[src/hw/clock_pkg.sv]
package clock_pkg;

	// --------------------
	// modes and set positions
	localparam logic [1:0] MODE_CLOCK = 2'd0;
	localparam logic [1:0] MODE_SET   = 2'd1;
	localparam logic [1:0] MODE_ALARM = 2'd2;

	localparam logic [1:0] POS_SEC = 2'd0;
	localparam logic [1:0] POS_MIN = 2'd1;
	localparam logic [1:0] POS_HR  = 2'd2;

	// button order on the press vector
	localparam int BTN_MODE  = 0;
	localparam int BTN_POS   = 1;
	localparam int BTN_INC   = 2;
	localparam int BTN_ALARM = 3;

	// --------------------
	localparam int FIELD_W = 6;
	localparam int SEC_MAX = 59;
	localparam int MIN_MAX = 59;
	localparam int HR_MAX  = 23;

	localparam int NUM_DIGITS = 6;
	localparam int SEG_W      = 7;	// {a, b, c, d, e, f, g}

	localparam logic [SEG_W-1:0] SEG_DIGIT [10] = '{
		7'b111_1110, 7'b011_0000, 7'b110_1101, 7'b111_1001, 7'b011_0011,
		7'b101_1011, 7'b101_1111, 7'b111_0000, 7'b111_1111, 7'b111_1011
	};
	localparam logic [SEG_W-1:0] SEG_BLANK = '0;

	// strobe rates in Hz
	localparam int SAMPLE_HZ = 100;
	localparam int SCAN_HZ   = 1000;
	localparam int BLINK_HZ  = 4;
	localparam int BEAT_HZ   = 2;

	localparam int MELODY_LEN = 8;
	localparam int NOTE_HZ [MELODY_LEN] = '{330, 440, 523, 659, 0, 659, 587, 523};	// 0 is a rest

endpackage
[src/hw/set_if.sv]
`timescale 1ns/10ps

interface set_if;

	logic [1:0] mode;
	logic [1:0] pos;
	logic       alarm_en;
	logic       adv_sec;	// single-cycle field steps
	logic       adv_min;
	logic       adv_hr;
	logic       adv_alarm;

	modport ctrl (output mode, pos, alarm_en, adv_sec, adv_min, adv_hr, adv_alarm);
	modport keeper (input mode, pos, alarm_en, adv_sec, adv_min, adv_hr, adv_alarm);
	modport disp (input mode, pos);

endinterface

[src/hw/clock_top.sv]
`timescale 1ns/10ps

module clock_top
	import clock_pkg::*;
#(
	parameter int p_clk_hz = 50_000_000
) (
	input  logic                  clk,
	input  logic                  rst_n,
	input  logic                  i_btn_mode,
	input  logic                  i_btn_pos,
	input  logic                  i_btn_inc,
	input  logic                  i_btn_alarm,
	output logic [SEG_W-1:0]      o_seg,
	output logic [NUM_DIGITS-1:0] o_seg_enb,
	output logic                  o_buzz
);

	logic               sec_tick;
	logic               sample_tick;
	logic               scan_tick;
	logic               beat_tick;
	logic               blink_on;
	logic [3:0]         btn;
	logic [3:0]         press;
	logic [FIELD_W-1:0] show_sec;
	logic [FIELD_W-1:0] show_min;
	logic [FIELD_W-1:0] show_hr;
	logic               alarm_active;
	logic [SEG_W-1:0]   digit_seg [NUM_DIGITS];

	assign btn[BTN_MODE]  = i_btn_mode;
	assign btn[BTN_POS]   = i_btn_pos;
	assign btn[BTN_INC]   = i_btn_inc;
	assign btn[BTN_ALARM] = i_btn_alarm;

	set_if u_set_if ();

	timebase #(.p_clk_hz(p_clk_hz)) u_timebase (
		.clk(clk), .rst_n(rst_n), .o_sec_tick(sec_tick), .o_sample_tick(sample_tick),
		.o_scan_tick(scan_tick), .o_beat_tick(beat_tick), .o_blink_on(blink_on)
	);

	button_sync u_button_sync (
		.clk(clk), .rst_n(rst_n), .i_sample_tick(sample_tick), .i_btn(btn), .o_press(press)
	);

	mode_ctrl u_mode_ctrl (.clk(clk), .rst_n(rst_n), .i_press(press), .sif(u_set_if));

	time_keeper u_time_keeper (
		.clk(clk), .rst_n(rst_n), .i_sec_tick(sec_tick), .sif(u_set_if),
		.o_sec(show_sec), .o_min(show_min), .o_hr(show_hr), .o_alarm_active(alarm_active)
	);

	seg_encoder u_seg_encoder (
		.i_sec(show_sec), .i_min(show_min), .i_hr(show_hr), .i_blink_on(blink_on),
		.sif(u_set_if), .o_digit_seg(digit_seg)
	);

	display_scan u_display_scan (
		.clk(clk), .rst_n(rst_n), .i_scan_tick(scan_tick), .i_digit_seg(digit_seg),
		.o_seg(o_seg), .o_seg_enb(o_seg_enb)
	);

	alarm_tone #(.p_clk_hz(p_clk_hz)) u_alarm_tone (
		.clk(clk), .rst_n(rst_n), .i_beat_tick(beat_tick),
		.i_alarm_active(alarm_active), .o_buzz(o_buzz)
	);

endmodule

[src/hw/alarm_tone.sv]
`timescale 1ns/10ps

module alarm_tone
	import clock_pkg::*;
#(
	parameter int p_clk_hz = 50_000_000
) (
	input  logic clk,
	input  logic rst_n,
	input  logic i_beat_tick,
	input  logic i_alarm_active,
	output logic o_buzz
);

	localparam int STEP_W = $clog2(MELODY_LEN);
	localparam int HALF_W = $clog2(p_clk_hz + 1);

	// clk cycles per half period of a note, 0 for a rest
	function automatic int half_of(input int hz);
		if (hz == 0) begin
			return 0;
		end else begin
			return (p_clk_hz / (2 * hz) > 0) ? p_clk_hz / (2 * hz) : 1;
		end
	endfunction

	logic [HALF_W-1:0] half_tbl [MELODY_LEN];
	logic [STEP_W-1:0] step;
	logic [HALF_W-1:0] half_cnt;
	logic [HALF_W-1:0] note_half;
	logic              rest;
	logic              buzz_q;

	for (genvar n = 0; n < MELODY_LEN; n++) begin : g_note
		assign half_tbl[n] = HALF_W'(half_of(NOTE_HZ[n]));
	end

	assign note_half = half_tbl[step];
	assign rest      = (note_half == '0);

	// --------------------
	// melody position, restarts each time the alarm goes off
	always_ff @(posedge clk or negedge rst_n) begin
		if (!rst_n) begin
			step <= '0;
		end else if (!i_alarm_active) begin
			step <= '0;
		end else if (i_beat_tick) begin
			step <= (step == STEP_W'(MELODY_LEN - 1)) ? '0 : step + 1'b1;
		end
	end

	// square wave for the current note
	always_ff @(posedge clk or negedge rst_n) begin
		if (!rst_n) begin
			half_cnt <= '0;
			buzz_q   <= 1'b0;
		end else if (!i_alarm_active || rest) begin
			half_cnt <= '0;
			buzz_q   <= 1'b0;
		end else if (half_cnt >= note_half - 1'b1) begin
			half_cnt <= '0;
			buzz_q   <= ~buzz_q;
		end else begin
			half_cnt <= half_cnt + 1'b1;
		end
	end

	assign o_buzz = buzz_q && i_alarm_active && !rest;

endmodule

[src/hw/display_scan.sv]
`timescale 1ns/10ps

module display_scan
	import clock_pkg::*;
(
	input  logic                  clk,
	input  logic                  rst_n,
	input  logic                  i_scan_tick,
	input  logic [SEG_W-1:0]      i_digit_seg [NUM_DIGITS],
	output logic [SEG_W-1:0]      o_seg,
	output logic [NUM_DIGITS-1:0] o_seg_enb
);

	localparam int IDX_W = $clog2(NUM_DIGITS);

	logic [IDX_W-1:0] idx;	// digit being lit

	always_ff @(posedge clk or negedge rst_n) begin
		if (!rst_n) begin
			idx <= '0;
		end else if (i_scan_tick) begin
			idx <= (idx == IDX_W'(NUM_DIGITS - 1)) ? '0 : idx + 1'b1;
		end
	end

	// common node is active low
	assign o_seg_enb = ~(NUM_DIGITS'(1) << idx);
	assign o_seg     = i_digit_seg[idx];

endmodule

[src/hw/seg_encoder.sv]
`timescale 1ns/10ps

module seg_encoder
	import clock_pkg::*;
(
	input  logic [FIELD_W-1:0] i_sec,
	input  logic [FIELD_W-1:0] i_min,
	input  logic [FIELD_W-1:0] i_hr,
	input  logic               i_blink_on,
	set_if.disp                sif,
	output logic [SEG_W-1:0]   o_digit_seg [NUM_DIGITS]
);

	localparam logic [1:0] FIELD_POS [3] = '{POS_SEC, POS_MIN, POS_HR};

	logic [FIELD_W-1:0] field [3];
	logic               editing;

	assign field[0] = i_sec;
	assign field[1] = i_min;
	assign field[2] = i_hr;

	assign editing = (sif.mode != MODE_CLOCK);	// set or alarm

	// two digits per field, ones on the lower index
	for (genvar f = 0; f < 3; f++) begin : g_field
		logic [3:0] tens;
		logic [3:0] ones;
		logic       blank;

		assign tens  = 4'(field[f] / 10);
		assign ones  = 4'(field[f] % 10);
		assign blank = editing && (sif.pos == FIELD_POS[f]) && !i_blink_on;

		assign o_digit_seg[2*f]   = blank ? SEG_BLANK : SEG_DIGIT[ones];
		assign o_digit_seg[2*f+1] = blank ? SEG_BLANK : SEG_DIGIT[tens];
	end

endmodule

[src/hw/time_keeper.sv]
`timescale 1ns/10ps

module time_keeper
	import clock_pkg::*;
(
	input  logic               clk,
	input  logic               rst_n,
	input  logic               i_sec_tick,
	set_if.keeper              sif,
	output logic [FIELD_W-1:0] o_sec,
	output logic [FIELD_W-1:0] o_min,
	output logic [FIELD_W-1:0] o_hr,
	output logic               o_alarm_active
);

	logic               run;
	logic               sec_wrap;
	logic               min_wrap;
	logic [FIELD_W-1:0] sec;
	logic [FIELD_W-1:0] min;
	logic [FIELD_W-1:0] hr;
	logic [FIELD_W-1:0] a_sec;
	logic [FIELD_W-1:0] a_min;
	logic [FIELD_W-1:0] a_hr;
	logic               match;
	logic               alarm_q;

	// time stands still while being set
	assign run = i_sec_tick && (sif.mode != MODE_SET);

	// --------------------
	// time of day, carries only when running
	hms_counter #(.p_max(SEC_MAX)) u_sec (
		.clk(clk), .rst_n(rst_n), .i_inc(run | sif.adv_sec), .o_count(sec), .o_wrap(sec_wrap)
	);
	hms_counter #(.p_max(MIN_MAX)) u_min (
		.clk(clk), .rst_n(rst_n), .i_inc((run & sec_wrap) | sif.adv_min),
		.o_count(min), .o_wrap(min_wrap)
	);
	hms_counter #(.p_max(HR_MAX)) u_hr (
		.clk(clk), .rst_n(rst_n), .i_inc((run & min_wrap) | sif.adv_hr),
		.o_count(hr), .o_wrap()
	);

	// --------------------
	// alarm time, one field per press
	hms_counter #(.p_max(SEC_MAX)) u_a_sec (
		.clk(clk), .rst_n(rst_n), .i_inc(sif.adv_alarm && (sif.pos == POS_SEC)),
		.o_count(a_sec), .o_wrap()
	);
	hms_counter #(.p_max(MIN_MAX)) u_a_min (
		.clk(clk), .rst_n(rst_n), .i_inc(sif.adv_alarm && (sif.pos == POS_MIN)),
		.o_count(a_min), .o_wrap()
	);
	hms_counter #(.p_max(HR_MAX)) u_a_hr (
		.clk(clk), .rst_n(rst_n), .i_inc(sif.adv_alarm && (sif.pos == POS_HR)),
		.o_count(a_hr), .o_wrap()
	);

	assign match = (sec == a_sec) && (min == a_min) && (hr == a_hr);

	// rings until the alarm is switched off
	always_ff @(posedge clk or negedge rst_n) begin
		if (!rst_n) begin
			alarm_q <= 1'b0;
		end else if (!sif.alarm_en) begin
			alarm_q <= 1'b0;
		end else if (i_sec_tick && match) begin
			alarm_q <= 1'b1;
		end
	end

	assign o_sec          = (sif.mode == MODE_ALARM) ? a_sec : sec;
	assign o_min          = (sif.mode == MODE_ALARM) ? a_min : min;
	assign o_hr           = (sif.mode == MODE_ALARM) ? a_hr : hr;
	assign o_alarm_active = alarm_q;

endmodule

[src/hw/hms_counter.sv]
`timescale 1ns/10ps

module hms_counter
	import clock_pkg::*;
#(
	parameter int p_max = SEC_MAX
) (
	input  logic               clk,
	input  logic               rst_n,
	input  logic               i_inc,
	output logic [FIELD_W-1:0] o_count,
	output logic               o_wrap
);

	assign o_wrap = i_inc && (o_count == FIELD_W'(p_max));	// carry out

	always_ff @(posedge clk or negedge rst_n) begin
		if (!rst_n) begin
			o_count <= '0;
		end else if (o_wrap) begin
			o_count <= '0;
		end else if (i_inc) begin
			o_count <= o_count + 1'b1;
		end
	end

endmodule

[src/hw/mode_ctrl.sv]
`timescale 1ns/10ps

module mode_ctrl
	import clock_pkg::*;
(
	input  logic       clk,
	input  logic       rst_n,
	input  logic [3:0] i_press,
	set_if.ctrl        sif
);

	logic [1:0] mode_q;
	logic [1:0] pos_q;
	logic       alarm_en_q;
	logic       inc;
	logic       in_set;

	// --------------------
	// mode, position, alarm enable
	always_ff @(posedge clk or negedge rst_n) begin
		if (!rst_n) begin
			mode_q     <= MODE_CLOCK;
			pos_q      <= POS_SEC;
			alarm_en_q <= 1'b0;
		end else begin
			if (i_press[BTN_MODE]) begin
				mode_q <= (mode_q == MODE_ALARM) ? MODE_CLOCK : mode_q + 2'd1;
			end
			if (i_press[BTN_POS]) begin
				pos_q <= (pos_q == POS_HR) ? POS_SEC : pos_q + 2'd1;
			end
			if (i_press[BTN_ALARM]) begin
				alarm_en_q <= ~alarm_en_q;
			end
		end
	end

	// --------------------
	// inc button routing, nothing in clock mode
	assign inc    = i_press[BTN_INC];
	assign in_set = (mode_q == MODE_SET);

	assign sif.adv_sec   = inc && in_set && (pos_q == POS_SEC);
	assign sif.adv_min   = inc && in_set && (pos_q == POS_MIN);
	assign sif.adv_hr    = inc && in_set && (pos_q == POS_HR);
	assign sif.adv_alarm = inc && (mode_q == MODE_ALARM);

	assign sif.mode     = mode_q;
	assign sif.pos      = pos_q;
	assign sif.alarm_en = alarm_en_q;

endmodule

[src/hw/button_sync.sv]
`timescale 1ns/10ps

module button_sync (
	input  logic       clk,
	input  logic       rst_n,
	input  logic       i_sample_tick,
	input  logic [3:0] i_btn,
	output logic [3:0] o_press
);

	logic [3:0] samp_q;	// latest sample
	logic [3:0] prev_q;	// one sample older

	// buttons only looked at on the slow tick, which rides over bounce
	always_ff @(posedge clk or negedge rst_n) begin
		if (!rst_n) begin
			samp_q <= '0;
			prev_q <= '0;
		end else if (i_sample_tick) begin
			samp_q <= i_btn;
			prev_q <= samp_q;
		end
	end

	// sampled rising edge, one cycle wide
	assign o_press = {4{i_sample_tick}} & samp_q & ~prev_q;

endmodule

[src/hw/timebase.sv]
`timescale 1ns/10ps

module timebase
	import clock_pkg::*;
#(
	parameter int p_clk_hz = 50_000_000
) (
	input  logic clk,
	input  logic rst_n,
	output logic o_sec_tick,
	output logic o_sample_tick,
	output logic o_scan_tick,
	output logic o_beat_tick,
	output logic o_blink_on
);

	// cycles per strobe, at least one
	function automatic int div_of(input int rate);
		return (p_clk_hz / rate > 0) ? p_clk_hz / rate : 1;
	endfunction

	localparam int NUM_DIV = 5;
	localparam int CNT_W   = $clog2(p_clk_hz + 1);
	localparam int DIV [NUM_DIV] = '{
		div_of(1), div_of(SAMPLE_HZ), div_of(SCAN_HZ), div_of(BEAT_HZ), div_of(2 * BLINK_HZ)
	};

	logic [NUM_DIV-1:0] tick;	// sec, sample, scan, beat, blink
	logic               blink_q;

	for (genvar i = 0; i < NUM_DIV; i++) begin : g_div
		logic [CNT_W-1:0] cnt;

		always_ff @(posedge clk or negedge rst_n) begin
			if (!rst_n) begin
				cnt     <= '0;
				tick[i] <= 1'b0;
			end else if (cnt == CNT_W'(DIV[i] - 1)) begin
				cnt     <= '0;
				tick[i] <= 1'b1;
			end else begin
				cnt     <= cnt + 1'b1;
				tick[i] <= 1'b0;
			end
		end
	end

	always_ff @(posedge clk or negedge rst_n) begin
		if (!rst_n) begin
			blink_q <= 1'b0;
		end else if (tick[4]) begin
			blink_q <= ~blink_q;
		end
	end

	assign o_sec_tick    = tick[0];
	assign o_sample_tick = tick[1];
	assign o_scan_tick   = tick[2];
	assign o_beat_tick   = tick[3];
	assign o_blink_on    = blink_q;

endmodule

[config.mk]
export PLATFORM = sky130hd
export DESIGN_NAME = clock_top
export DESIGN_NICKNAME = d
export VERILOG_FILES = /design/src/hw/clock_pkg.sv /design/src/hw/set_if.sv /design/src/hw/clock_top.sv /design/src/hw/alarm_tone.sv /design/src/hw/display_scan.sv /design/src/hw/seg_encoder.sv /design/src/hw/time_keeper.sv /design/src/hw/hms_counter.sv /design/src/hw/mode_ctrl.sv /design/src/hw/button_sync.sv /design/src/hw/timebase.sv
export SDC_FILE = /design/constraint.sdc
export NUM_CORES = 1
export LEC_CHECK = 0
export BUFFER_PORTS_ARGS = -buffer_cell sky130_fd_sc_hd__buf_2
export CORE_ASPECT_RATIO = 0.7
export CORE_UTILIZATION = 40
export CTS_BUF_LIST = sky130_fd_sc_hd__clkbuf_2 sky130_fd_sc_hd__clkbuf_4 sky130_fd_sc_hd__clkbuf_8
export CTS_CLUSTER_DIAMETER = 200
export DETAILED_ROUTE_END_ITERATION = 12
export SLEW_MARGIN = 20
export SYNTH_ARGS = -nofsm -noshare
export SYNTH_HDL_FRONTEND = slang
export SYNTH_HIERARCHICAL = 1
export SYNTH_SLANG_ARGS = --single-unit
export TNS_END_PERCENT = 10
[constraint.sdc]
create_clock -name clk -period 5.7 [get_ports clk]
set_input_delay 1.14 -clock clk [delete_from_list [all_inputs] [get_ports clk]]
set_output_delay 1.14 -clock clk [all_outputs]
set_load 0.01 [all_outputs]
Word-level counts from Yosys, hierarchy flattened --
Memories as Yosys holds them, arrays and structs flattened. Index checks and enable logic that the tools add are counted.
Operators by class: add/subtract/negate cells 17, divide/modulo/power cells 6, magnitude comparators 9, equal/unequal tests 23, shift-type cells 1, muxes and demuxes 60, bitwise operators 20, reduce and logical (&&, ||, !) cells 40
Operators with widths (number):
- $mux W26 | 9
- $add A26 B1 Y26 const B | 6
- $mux W7 | 20
- $div A6 B4 Y32 const B | 3
- $mod A6 B4 Y32 const B | 3
- $mux W6 | 15
- $add A6 B1 Y6 const B | 6
- $ge A5 B5 Y1 const B | 6
- $not A4 Y5 | 6
- $eq A26 B16 Y1 const B | 1
- $eq A26 B19 Y1 const B | 1
- $eq A26 B23 Y1 const B | 1
- $eq A26 B25 Y1 const B | 1
- $eq A26 B26 Y1 const B | 1
- $ge A26 B26 Y1 | 1
- $logic_and A1 B1 Y1 | 26
- $logic_not A26 Y1 | 1
- $sub A26 B1 Y26 const B | 1
- $eq A6 B6 Y1 const B | 4
- $bmux W7 S3 | 1
- $eq A6 B6 Y1 | 3
- $reduce_bool A2 Y1 | 8
- $eq A6 B5 Y1 const B | 2
- $mux W3 | 4
- 21 further kinds | 46
Storage, ports and cells: flip-flop bits (word level) 219, memory bits (read-only) 880, logic and storage cells 210, memories kept 7
Memories:
- (name not given) | words 8, width 26, rd ports 1, clocked after memory_dff 0, write ports 0, RTL line alarm_tone.sv:38 | assign note_half = half_tbl[step];
- (name not given) | words 16, width 7, rd ports 1, clocked after memory_dff 0, write ports 0, RTL line seg_encoder.sv:35 | assign o_digit_seg[2*f] = blank ? SEG_BLANK : SEG_DIGIT[ones];
- (name not given) | words 16, width 7, rd ports 1, clocked after memory_dff 0, write ports 0, RTL line seg_encoder.sv:36 | assign o_digit_seg[2*f+1] = blank ? SEG_BLANK : SEG_DIGIT[tens];
- (name not given) | words 16, width 7, rd ports 1, clocked after memory_dff 0, write ports 0, RTL line seg_encoder.sv:35
- (name not given) | words 16, width 7, rd ports 1, clocked after memory_dff 0, write ports 0, RTL line seg_encoder.sv:36
- (name not given) | words 16, width 7, rd ports 1, clocked after memory_dff 0, write ports 0, RTL line seg_encoder.sv:35
- +1 memories

Depth between registers and ports, before layout --
Gate-level depths: netlist of run 1.
depth in word-level cells 13, mapped depth 22, mapped depth without buffers 21

By module --
Netlist of run 1, hierarchy kept.
By module, submodules not included:
- timebase | instances 1, cells each 596, area each 6332.3 µm²
- alarm_tone | instances 1, cells each 305, area each 2655.0 µm²
- seg_encoder | instances 1, cells each 280, area each 2050.7 µm²
- hms_counter (u_time_keeper.u_a_min ...) | instances 4, cells each 31, area each 295.3 µm²
- display_scan | instances 1, cells each 61, area each 596.8 µm²
- hms_counter (u_time_keeper.u_a_hr ...) | instances 2, cells each 25, area each 296.5 µm²
- time_keeper | instances 1, cells each 56, area each 518.0 µm²
- button_sync | instances 1, cells each 21, area each 364.1 µm²
- mode_ctrl | instances 1, cells each 20, area each 237.7 µm²

Worst setup path after synthesis of run 1 --
No wires, ideal clock.
path kind register to output, start register u_mode_ctrl.mode_q[1] (netlist: u_mode_ctrl/sif.mode[1]), end output port o_seg[6], data arrival time 4.407 ns, path slack 0.153 ns, stages on the path, launching flop included 23, buffers on the path 1, path through dfrtp_1 > inv_1 > nor2_4 > buf_8 > mux2_2 > nor2_1 > inv_1 > ha_1 > nand2b_1 > o21a_1 > o21ai_0 > nand2_1 > ha_1 > inv_1 > nor3_1 > a31oi_1 > a221oi_4 > nand2_1 > o21ai_0 > a21oi_1 > mux2_2 > a22oi_1 > o21ai_0
RTL lines:
- start, declared | RTL line mode_ctrl.sv:12 | logic [1:0] mode_q;
- start signal, assigned | RTL line mode_ctrl.sv:27 | mode_q <= (mode_q == MODE_ALARM) ? MODE_CLOCK : mode_q + 2'd1;
- end, declared | RTL line clock_top.sv:14 | output logic [SEG_W-1:0] o_seg,

==> metrics.md, run 1 <==
| Metric | Value |
|---|---|
| Status | finished, final reports clean |
| Req. time, crit path | ~4.6 ns |
| Filler cells | 3,330 |
| First-pass GRT wire length | 53,260 µm |
| Clock skew | between 0.015 and 0.02 ns |
| Ys async rst share | between 90% and 100% |
| Achievable Freq | 177.1 MHz |
| Final Cell Area | roughly 0.017 mm² |
| Min Clock Period, post-route | 5.647 ns |
| Row count | 57 |
| Antenna cell count | 0 |
| Final Hold Fails | 0 |
| Core area | 0.03523 mm² |
| Gp weighted congestion | approximately 0.84 |
| Commonest non-fill, non-tap cell in the layout | dfrtp_1 |
| Root buffer cell | clkbuf_8 |
| H-tree Lvls | 2 |
| Worst Hold Depth | 1 |
| First-pass detailed-route iteration total | 5 |
| RSZ-0062 raised after global routing | true |
| Fin crit share | between 90 and 100% |
| Worst hold-check path type | flip-flop to flip-flop |
| Pwr dens | 197.7 mW/mm² |
| Reg2Reg Launch Point | u_alarm_tone/step[1] |
| Sum of negative setup slack | 0 ns |
| Leakage power | roughly 7.4 nW |
| Die Span Y | about 160 µm |
| Crit path DAT | about 4.5 ns |
| Worst hold slack | 0.4333 ns |
| Post-synthesis sequential area ratio | 37.72% |
| Post-layout nets | between 1,500 and 2,000 |
| CP Max Fanout | 6 |
| Post-Place Cell Area | 0.01510 mm² |
| Syn_area_per_cell | slightly below 10 µm² |
| Reg area | 0.005482 mm² |
| Longest Clk Path Bufs | 3 |
| Layout Utilization | 46.90% |
| Slew @ Worst Pin | 1.017 ns |
| Crit. End Element | output pin |
| Number of synthesized flops with an enable pin | 0 |
| Ports | 20 |
| Main synth FF type | dfrtp_1 |
| DR vias | 11,150 |
| DIE WIDTH | 229.8 µm |
| Post-Route WL | 31,110 µm |
| Initial Util | 41.24% |
| Total Power | 3.266 mW |
| Max-slew headroom | 32.21% |
| Min-Delay Endpoint | u_timebase/o_blink_on |
| IO buf count | 19 |
| Worst hold start | u_timebase/tick[4] |
| Flops & latches, synth | around 220 |
| DRT antenna net count | 0 |
| Clk_lat worst skew | 0.55 ns |
| Hold-fix buffers, CTS | 0 |
| Vias per std cell | 5.358 |
| Cell variety after synth | 101 |
| CTS tree | yes |
| Setup CP Type | flip-flop to output pin |
| VDD IR max | 0.1263 mV |
| CP Launch Type | flip-flop |
| HPWL reported at the end of detailed placement | roughly 21,000 µm |
| Max Slew Vio Count | 0 |
| R2R Setup Slk | approximately 1.0 ns |
| Pin count of the biggest net entering global routing | 172 |
| DRC Markers | 0 |
| Vias in the first global route | ~11,000 |
| Area delta synth->final | 13.72% |
| Remaining Overflow, GRT | 0 |
| Share of cells above drive strength 1 | 17.35% |
| Most frequent cells in the layout | dfrtp_1, nor2_1, xor2_1 |
| R2R depth | 14 |
| Routed len/inst | 14.96 µm |
| Maxcap violations | 0 |
| Warning count from the yosys run | 6 |
| CTS buffer count | 38 |
| Reg-to-reg critical path endpoint | u_alarm_tone/half_cnt[23] |
| Worst-path clk slew | 0.06 ns |
| CTS sink count | around 220 |
| GRT Overall Usage | between 10% and 20% |
| Multi-input gate area | 0.008816 mm² |
| DR iter-0 viols | 768 |
| Setup-failing EPs final | 0 |
| Number of antenna violations at the first check in global routing | 0 |
| Mapped Area | 0.01453 mm² |
| Syn Inst Count | 1,513 |
| Die area | 0.03710 mm² |
| Mapped Nets | 1,607 |
[flip-flops by register name (all words and copies together) (netlist names), 2 cells and up]
signal and flops:
u_timebase/g_div.cnt 130, u_alarm_tone/half_cnt 26, u_time_keeper/u_a_hr/o_count 6, u_time_keeper/u_a_min/o_count 6
u_time_keeper/u_a_sec/o_count 6, u_time_keeper/u_hr/o_count 6, u_time_keeper/u_min/o_count 6, u_time_keeper/u_sec/o_count 6
u_button_sync/prev_q 4, u_button_sync/samp_q 4, u_alarm_tone/step 3, u_display_scan/idx 3
u_mode_ctrl/sif.mode 2, u_mode_ctrl/sif.pos 2
[where the power goes]
part | internal (mW) | switching (mW) | leakage [nW]
registers | 1.55 | 0 | 2.99
clock network | 1.00 | 0.677 | 0.476
logic | 0.00340 | 0.0301 | 3.94
[worst max-delay path: stages, from the launching register on]
cell and delay [ns]:
dfrtp_1 0.35, inv_2 0.06, nor2_4 0.16, buf_8 0.15, mux2_4 0.33, or2_4 0.27, ha_1 0.29, and2b_2 0.24
a21oi_2 0.06, a311o_2 0.35, xnor2_2 0.21, ha_4 0.24, mux2_4 0.31, mux2_4 0.22, a21oi_2 0.05, mux2_4 0.26
a22oi_1 0.18, o21ai_1 0.09, buf_2 0.14
[logic make-up after synthesis]
group	count (synthesis)	synth area share [%]
muxes	68	5.623
and+or+nand+nor	647	24.11
buffers and inverters	95	3.298
xor gates and xnor gates	183	11.14
DFF	219	37.72
AOI/OAI and AO/OA	212	10.46
adders and majority gates	89	7.647
[stage by stage]
step	setup WS, ns	std cells
5_1_grt	-0.1596	2080
3_3_place_gp	0.1883	1982
4_1_cts	-0.04454	2069
6_report	0.05299	2080
3_5_place_dp	0.03570	1982
2_1_floorplan	0.1530	1513
[what timing repair did]
item / 4_1_cts / 5_1_grt
gates resized for setup: 36 / 25
endpoints found under the setup margin: 7 / 7
buffers inserted: 17 / 11
pin swaps: 13 / 18
gates cloned: 1 / 0
[per-layer routing]
metal	share of wire (%)	track usage, %
met5	0	0
met3	3.7	3.037
met4	1.4	4.034
met1	54	26.79
met2	41	23.39
[Yosys cell counts (15+ instances only)]
master    instances  area, µm²
inv_1            48      180.2
nand2_1          98      367.9
o21ai_0          43      215.2
xor2_1          107      937.2
nor4_1           21      131.4
nand4_1          72      450.4
and3_1           25      156.4
nor2_1          161      604.3
dfrtp_1         219       5480
mux2_4           17      255.2
mux2_2           34      382.9
a21oi_1          51      255.2
nor3_1           44      220.2
nand2b_1         17      106.4
nand3_1          94      470.5
xnor2_1          74      648.1
ha_1             88       1101
o21ai_1          15      75.07
[worst max path at each step]
stage | start | to | slack [ns] | cells past startpoint
after floorplan | u_mode_ctrl/sif.mode[1] | o_seg[6] | 0.15 | 22
after global placement | u_mode_ctrl/sif.mode[0] | o_seg[6] | 0.19 | 21
after detailed placement | u_mode_ctrl/sif.mode[0] | o_seg[6] | 0.04 | 21
after CTS | u_mode_ctrl/sif.mode[0] | o_seg[2] | -0.04 | 17
after global routing | u_mode_ctrl/sif.mode[1] | o_seg[3] | -0.16 | 22
final | u_mode_ctrl/sif.mode[1] | o_seg[0] | 0.05 | 18
[cell type report]
class                   instances  area share (%)
multi-input cells            1199           53.36
flip-flops and latches        219           33.18
repair buffers                 65           3.120
well taps                     472           3.574
inverters                      56           1.287
clock buffers                  58           4.642
clock inverters                11          0.8406
Note: power is estimated with default switching activity, not from simulation.
==> inputs of run 2 (changes only) <==
RECOVER_POWER = 25   (was default)
==> run 2 against run 1 <==
  * The flow now finishes with violations (capacitance limit, slew limit)
  * Final cell count unchanged
  * Clock power about the same
  * Worst hold slack about the same
  * Flip-flop and latch count unchanged
  * Non-clock buffer count unchanged
  * Global-route usage unchanged
  * First-iteration DRC count decreased by 2.6%
  * Total power about the same
  * Critical endpoint unchanged
==> metrics.md, run 2 (same netlist as run 1, synthesis figures left out) <==
| Metric | Value |
|---|---|
| Min-Delay Endpoint | u_timebase/o_blink_on |
| Die Span Y | 161.5 µm (unchanged) |
| DR iter-0 viols | 748 (-2.6%) |
| Largest regs | u_timebase/g_div.cnt (130), u_alarm_tone/half_cnt (26) |
| GRT Overall Usage | 16.96% (unchanged) |
| VDD IR max | 0.1259 mV (-0.31%) |
| Max-slew headroom | -82.23% (-110 points) |
| Vias in the first global route | 10,610 (unchanged) |
| Crit path DAT | 4.51 ns (about the same) |
| Largest reg by FF count | u_timebase/g_div.cnt |
| Row count | 57 (unchanged) |
| Fraction of power consumed by the clock network | 51.4% (about the same) |
| First-pass GRT wire length | 53,260 µm (unchanged) |
| CP Max Fanout | 6 (unchanged) |
| Area delta synth->final | 13.20% |
| Gp weighted congestion | 0.8359 (unchanged) |
| Hold-fix buffers, CTS | 0 (unchanged) |
| Achievable Freq | 177.1 MHz (about the same) |
| Leakage power | 7.375 nW (-0.36%) |
| Worst-path clk slew | 0.06 ns (about the same) |
| Reg2Reg Launch Point | u_alarm_tone/step[1] |
| Post-Route WL | 31,140 µm (about the same) |
| Slew @ Worst Pin | 2.733 ns (+1.717 ns) |
| Number of antenna violations at the first check in global routing | 0 (unchanged) |
| Clk_lat worst skew | 0.55 ns (about the same) |
| Pwr dens | 198.5 mW/mm² (+0.42%) |
| HPWL reported at the end of detailed placement | 21,330 µm (unchanged) |
| Remaining Overflow, GRT | 0 (unchanged) |
| Antenna cell count | 0 (unchanged) |
| Core area | 0.03523 mm² (unchanged) |
| H-tree Lvls | 2 (unchanged) |
| Max Slew Vio Count | 49 (+49) |
| CTS buffer count | 38 (unchanged) |
| Worst hold start | u_timebase/tick[4] |
| Req. time, crit path | 4.56 ns (about the same) |
| Final Hold Fails | 0 (unchanged) |
| Total Power | 3.265 mW (about the same) |
| Min Clock Period, post-route | 5.646 ns (-0.001046 ns) |
| Share of cells above drive strength 1 | 16.36% (-1.0 points) |
| RSZ-0062 raised after global routing | true |
| Internal Power | 2.559 mW (about the same) |
| Reg-to-reg critical path endpoint | u_alarm_tone/half_cnt[23] |
| Vias per std cell | 5.380 (+0.40%) |
| Sw Ratio | 21.64% (about the same) |
| Worst Hold Depth | 1 (unchanged) |
| Pin count of the biggest net entering global routing | 172 (unchanged) |
| Worst hold-check path type | flip-flop to flip-flop |
| CP Launch Type | flip-flop |
| Sequential share of power | 47.6% (about the same) |
| DRT antenna net count | 0 (unchanged) |
| Max reg flops | 130 (unchanged) |
| Post-layout nets | 1,673 (unchanged) |
| Root buffer cell | clkbuf_8 |
| R2R Setup Slk | 1.04 ns (about the same) |
| CTS sink count | 219 (unchanged) |
| DRC Markers | 0 (unchanged) |
| Combinational Power Share | 1.0% (about the same) |
| Sw Pwr | 706.7 µW (about the same) |
| Longest Clk Path Bufs | 3 (unchanged) |
| DR vias | 11,190 (+0.40%) |
| Commonest non-fill, non-tap cell in the layout | dfrtp_1 |
| Routed len/inst | 14.97 µm (about the same) |
| DIE WIDTH | 229.8 µm (unchanged) |
| Ports | 20 (unchanged) |
| Setup CP Type | flip-flop to output pin |
| Fin crit share | 99.05% (about the same) |
| Setup-failing EPs final | 0 (unchanged) |
| R2R depth | 14 (unchanged) |
| Crit. End Element | output pin |
| Clock skew | 0.01964 ns (+0.0007159 ns) |
| CTS tree | yes |
| Status | finished, violations left |
| Most frequent cells in the layout | dfrtp_1, nor2_1, xor2_1 |
| Maxcap violations | 1 (+1) |
| IO buf count | 19 (unchanged) |
| Failing checks | capacitance limit, slew limit |
| Initial Util | 41.24% (unchanged) |
| Die area | 0.03710 mm² (unchanged) |
| Sum of negative setup slack | 0 ns (unchanged) |
| First-pass detailed-route iteration total | 5 (unchanged) |
==> run 2: cell count changes in the layout (fill, tap and decap cells not counted), moves of 2 or more <==
cell and change:
mux2_1 +7, mux2_4 -7, and2_0 +2, and2_1 -2
and3b_1 +2, and3b_2 -2
==> run 2: worst max path at each step <==
stage,start,end,slack [ns],depth (start not counted)
final,u_mode_ctrl/sif.mode[1],o_seg[0],0.05,18
after floorplan,u_mode_ctrl/sif.mode[1],o_seg[6],0.15,22
after global routing,u_mode_ctrl/sif.mode[1],o_seg[3],-0.16,22
after detailed placement,u_mode_ctrl/sif.mode[0],o_seg[6],0.04,21
after global placement,u_mode_ctrl/sif.mode[0],o_seg[6],0.19,21
after CTS,u_mode_ctrl/sif.mode[0],o_seg[2],-0.04,17
==> run 2: what timing repair did <==
action / in CTS / in global routing
setup buffers: 17 / 11
gates cloned: 1 / 0
setup endpoints to repair: 7 / 7
resized for setup: 36 / 25
pin swaps: 13 / 18
==> run 2: power by group through the flow <==
stage | sequential [mW] | clock [mW] | combinational, mW
5_1_grt | 1.55 | 1.81 | 0.0403
4_1_cts | 1.55 | 1.74 | 0.0369
2_1_floorplan | 1.58 | 0 | 0.0000592
3_3_place_gp | 1.58 | 0 | 0.0366
3_5_place_dp | 1.58 | 0 | 0.0369
6_report | 1.56 | 1.68 | 0.0326
==> run 2: cell type report <==
class,count,area (µm²)
inverters,56,212.7
flip-flops and latches,219,5482
fillers,3349,18780
multi-input cells,1199,8752
clock inverters,11,138.9
clock buffers,58,767.0
well taps,472,590.6
repair buffers,65,504.2
==> run 2: per-stage QoR <==
stage / worst slack (ns) / area (µm²) / hold slack (ns) / cells / utilization, %
after floorplan: 0.1530 / 14530 / 0.4166 / 1513 / -
after global placement: 0.1883 / 15100 / 0.4273 / 1982 / 42.85
after detailed placement: 0.03570 / 15100 / 0.4279 / 1982 / 42.85
after CTS: -0.04454 / 16310 / 0.4364 / 2069 / 46.28
after global routing: -0.1596 / 16450 / 0.4642 / 2080 / 46.68
final: 0.05404 / 16450 / 0.4333 / 2080 / 46.68
==> run 2: critical path: stages, from the launching register on <==
cell and delay (ns):
dfrtp_1 0.35, inv_2 0.06, nor2_4 0.16, buf_8 0.15, mux2_4 0.33, or2_4 0.27
ha_1 0.29, and2b_2 0.24, a21oi_2 0.06, a311o_2 0.35, xnor2_2 0.21, ha_4 0.24
mux2_4 0.31, mux2_4 0.32, a21oi_2 0.14, mux2_4 0.15, a22oi_1 0.08, o21ai_1 0.11
buf_2 0.15
==> run 2: layer usage <==
metal | vias up | routed length (µm) | track usage (%) | share of wire (%)
li1 | 5566 | - | - | -
met1 | 5377 | 16810 | 26.79 | 54
met2 | 206 | 12620 | 23.39 | 41
met3 | 41 | 1277 | 3.037 | 4.1
met4 | 0 | 424 | 4.034 | 1.4
met5 | - | 0 | 0 | 0
==> inputs of run 3 (changes only) <==
clock period = 4.65 ns   (was 5.7 ns; I/O delays follow)
==> run 3 against run 2 <==
  * The run ends with capacitance limit, slew limit, setup timing left
  * Non-clock buffer count up 52
  * Total power increased by 24%
  * Sequential share of layout area is 0.64 points lower
  * Register-to-register slack got worse by 0.47 ns
  * First-iteration DRC count decreased by 5.1%
  * Critical path type unchanged
  * Critical endpoint is now o_seg[6]
  * Core utilization up 0.93 points
==> metrics.md, run 3 (same netlist as run 1, synthesis figures left out) <==
| Metric | Value |
|---|---|
| Status | finished, violations left |
| Failing checks | capacitance limit, slew limit, setup timing |
| Maxcap violations | 1 (unchanged) |
| Ports | 20 (unchanged) |
| Remaining Overflow, GRT | 0 (unchanged) |
| Commonest non-fill, non-tap cell in the layout | dfrtp_1 |
| Final Cell Area | 0.01677 mm² (+2.0%) |
| Min Clock Period, post-route | 5.373 ns |
| Crit. End Element | output pin |
| Slew @ Worst Pin | 2.646 ns (-0.08788 ns) |
| DRT antenna net count | 0 (unchanged) |
| CTS tree | yes |
| Setup-failing EPs final | 7 (+7) |
| Max reg flops | 130 (unchanged) |
| Slowest Stage Delay on Critical Path | 0.42 ns (+0.07 ns) |
| Setup CP Type | flip-flop to output pin |
| RSZ-0062 raised after global routing | true |
| Setup crit end | o_seg[6] |
| Worst Path Buf+Inv | 3 (unchanged) |
| Worst path top cell family by delay | compound AO/OA/AOI/OAI gates |
| Die Span Y | 161.5 µm (unchanged) |
| Reg-to-reg critical path endpoint | u_alarm_tone/half_cnt[25] |
| Longest Clk Path Bufs | 3 (unchanged) |
| CP Max Fanout | 6 (unchanged) |
| Clk_lat worst skew | 0.55 ns (about the same) |
| First-pass GRT wire length | 53,680 µm (+0.79%) |
| Number of antenna violations at the first check in global routing | 1 (+1) |
| Most frequent cells in the layout | dfrtp_1, nor2_1, xor2_1 |
| DR vias | 11,270 (+0.67%) |
| Row count | 57 (unchanged) |
| Total Power | 4.038 mW (+24%) |
| Req. time, crit path | 3.72 ns (-0.84 ns) |
| Worst slack, placed | -0.2107 ns (-0.2464 ns) |
| Worst-path clk slew | 0.06 ns (about the same) |
| Root buffer cell | clkbuf_8 |
| Fin crit share | 115.6% |
| Vias in the first global route | 10,670 (+0.58%) |
| Share of cells above drive strength 1 | 19.20% (+2.8 points) |
| VDD IR max | 0.1809 mV (+44%) |
| Max-slew headroom | -76.37% (+5.9 points) |
| Crit path DAT | 4.44 ns (-0.07 ns) |
| HPWL reported at the end of detailed placement | 22,240 µm (+4.3%) |
| Pin count of the biggest net entering global routing | 103 (-40%) |
| CTS sink count | 219 (unchanged) |
| GRT Overall Usage | 17.35% (+0.39 points) |
| Post-Route WL | 31,700 µm (+1.8%) |
| IO buf count | 19 (unchanged) |
| Post-layout nets | 1,726 (+3.2%) |
| DIE WIDTH | 229.8 µm (unchanged) |
| Setup ws final | -0.7231 ns (-0.7772 ns) |
| Worst hold slack | 0.4662 ns (+0.03296 ns) |
| Antenna cell count | 0 (unchanged) |
| Worst Setup SP | u_mode_ctrl/sif.mode[0] |
| Leakage power | 7.611 nW (+3.2%) |
| DRC Markers | 0 (unchanged) |
| Core area | 0.03523 mm² (unchanged) |
| Critical Path, Cell by Cell | nor2_4 -> buf_12 -> mux2_4 -> nor2_4 -> inv_2 -> ha_4 -> nand2b_4 -> o21a_4 -> o21ai_4 -> nand2_2 -> ha_4 -> and3_4 -> a31oi_2 -> a221oi_4 -> nand2_1 -> o21ai_1 -> a21oi_1 -> mux2_2 -> a22oi_1 -> o21ai_1 -> buf_2 |
| Area delta synth->final | 15.45% |
| First-pass detailed-route iteration total | 5 (unchanged) |
| R2R Setup Slk | 0.57 ns (-0.47 ns) |
| Reg2Reg Launch Point | u_alarm_tone/step[0] |
| Final Hold Fails | 0 (unchanged) |
| Routed len/inst | 14.90 µm (-0.49%) |
| H-tree Lvls | 2 (unchanged) |
| Max Slew Vio Count | 102 (+110%) |
| Initial Util | 41.24% (unchanged) |
| Pwr dens | 240.7 mW/mm² (+21%) |
| Largest regs | u_timebase/g_div.cnt (130), u_alarm_tone/half_cnt (26) |
| DR iter-0 viols | 710 (-5.1%) |
| Sum of negative setup slack | -4.701 ns (-4.701 ns) |
| Gp weighted congestion | 0.8693 (+4.0%) |
| WP depth | 21 (+3) |
| CTS buffer count | 39 (+2.6%) |
| Worst hold start | u_timebase/g_div[4].cnt[25] |
| Hold-fix buffers, CTS | 0 (unchanged) |
| Slowest CP cell | dfrtp_2 |
| Largest reg by FF count | u_timebase/g_div.cnt |
| Achievable Freq | 186.1 MHz |
| R2R depth | 15 (+1) |
| Vias per std cell | 5.294 (-1.6%) |
| Worst hold-check path type | flip-flop to flip-flop |
| Clock skew | 0.03000 ns (+0.01035 ns) |
| CP Launch Type | flip-flop |
| Die area | 0.03710 mm² (unchanged) |
| Post-Place Cell Area | 0.01571 mm² (+4.1%) |
## run 3: power by group
group / internal [mW] / switching, mW / leakage, nW
Combinational: 0.00464 / 0.0382 / 4.16
Sequential: 1.91 / 0 / 2.99
Clock: 1.25 / 0.841 / 0.461
Total: 3.16 / 0.879 / 7.61
## run 3: repair_timing
action / CTS / global route
gates resized for setup: 11 / 14
pin swaps: 18 / 11
setup endpoints to repair: 7 / 7
hold endpoints to repair: 0 / 0
setup buffers: 7 / 3
gates cloned: 1 / 0
## run 3: routing by layer
layer,global-route usage (%),share of wire (%),vias up
met1,26.91,54,5397
li1,-,-,5659
met3,3.019,4.1,41
met5,0,0,-
met2,24.62,41,168
met4,4.184,1.5,0
## run 3: layout make-up
| cell class | instances | area (µm²) |
|---|---|---|
| Multi-Input combinational cell | 1199 | 8718 |
| Clock buffer | 52 | 690.7 |
| Fill cell | 3312 | 18460 |
| Timing Repair Buffer | 117 | 875.8 |
| Clock inverter | 13 | 205.2 |
| Tap cell | 472 | 590.6 |
| Inverter | 56 | 210.2 |
| Sequential cell | 219 | 5483 |
## run 3: worst register-to-register path, cell delays in order, from the launching register on
cell and delay (ns):
dfrtp_1 0.37, buf_4 0.19, ha_1 0.23, nand2_1 0.14, ha_1 0.34, inv_1 0.15
o21ai_0 0.18, o2bb2ai_1 0.22, nand2_1 0.17, a21o_1 0.23, ha_1 0.28, nand4_1 0.13
a211oi_1 0.07, a2111oi_2 0.52, nand2_2 0.46, nor3_1 0.31
## run 3: how the worst min path moves through the flow
stage / end / slack [ns] / depth (start not counted)
finish: u_timebase/g_div[4].cnt[25] / 0.47 / 1
global route: u_timebase/g_div[4].cnt[25] / 0.49 / 1
CTS: u_alarm_tone/half_cnt[4] / 0.44 / 1
detailed placement: u_timebase/g_div[2].cnt[25] / 0.45 / 1
global placement: u_timebase/o_blink_on / 0.45 / 1
floorplan: u_timebase/o_blink_on / 0.42 / 1
## run 3: metrics by stage
stage,instances,utilization [%]
final,2128,47.61
after global routing,2128,47.61
after detailed placement,2052,44.60
after CTS,2125,47.49
after floorplan,1513,-
after global placement,2052,44.60
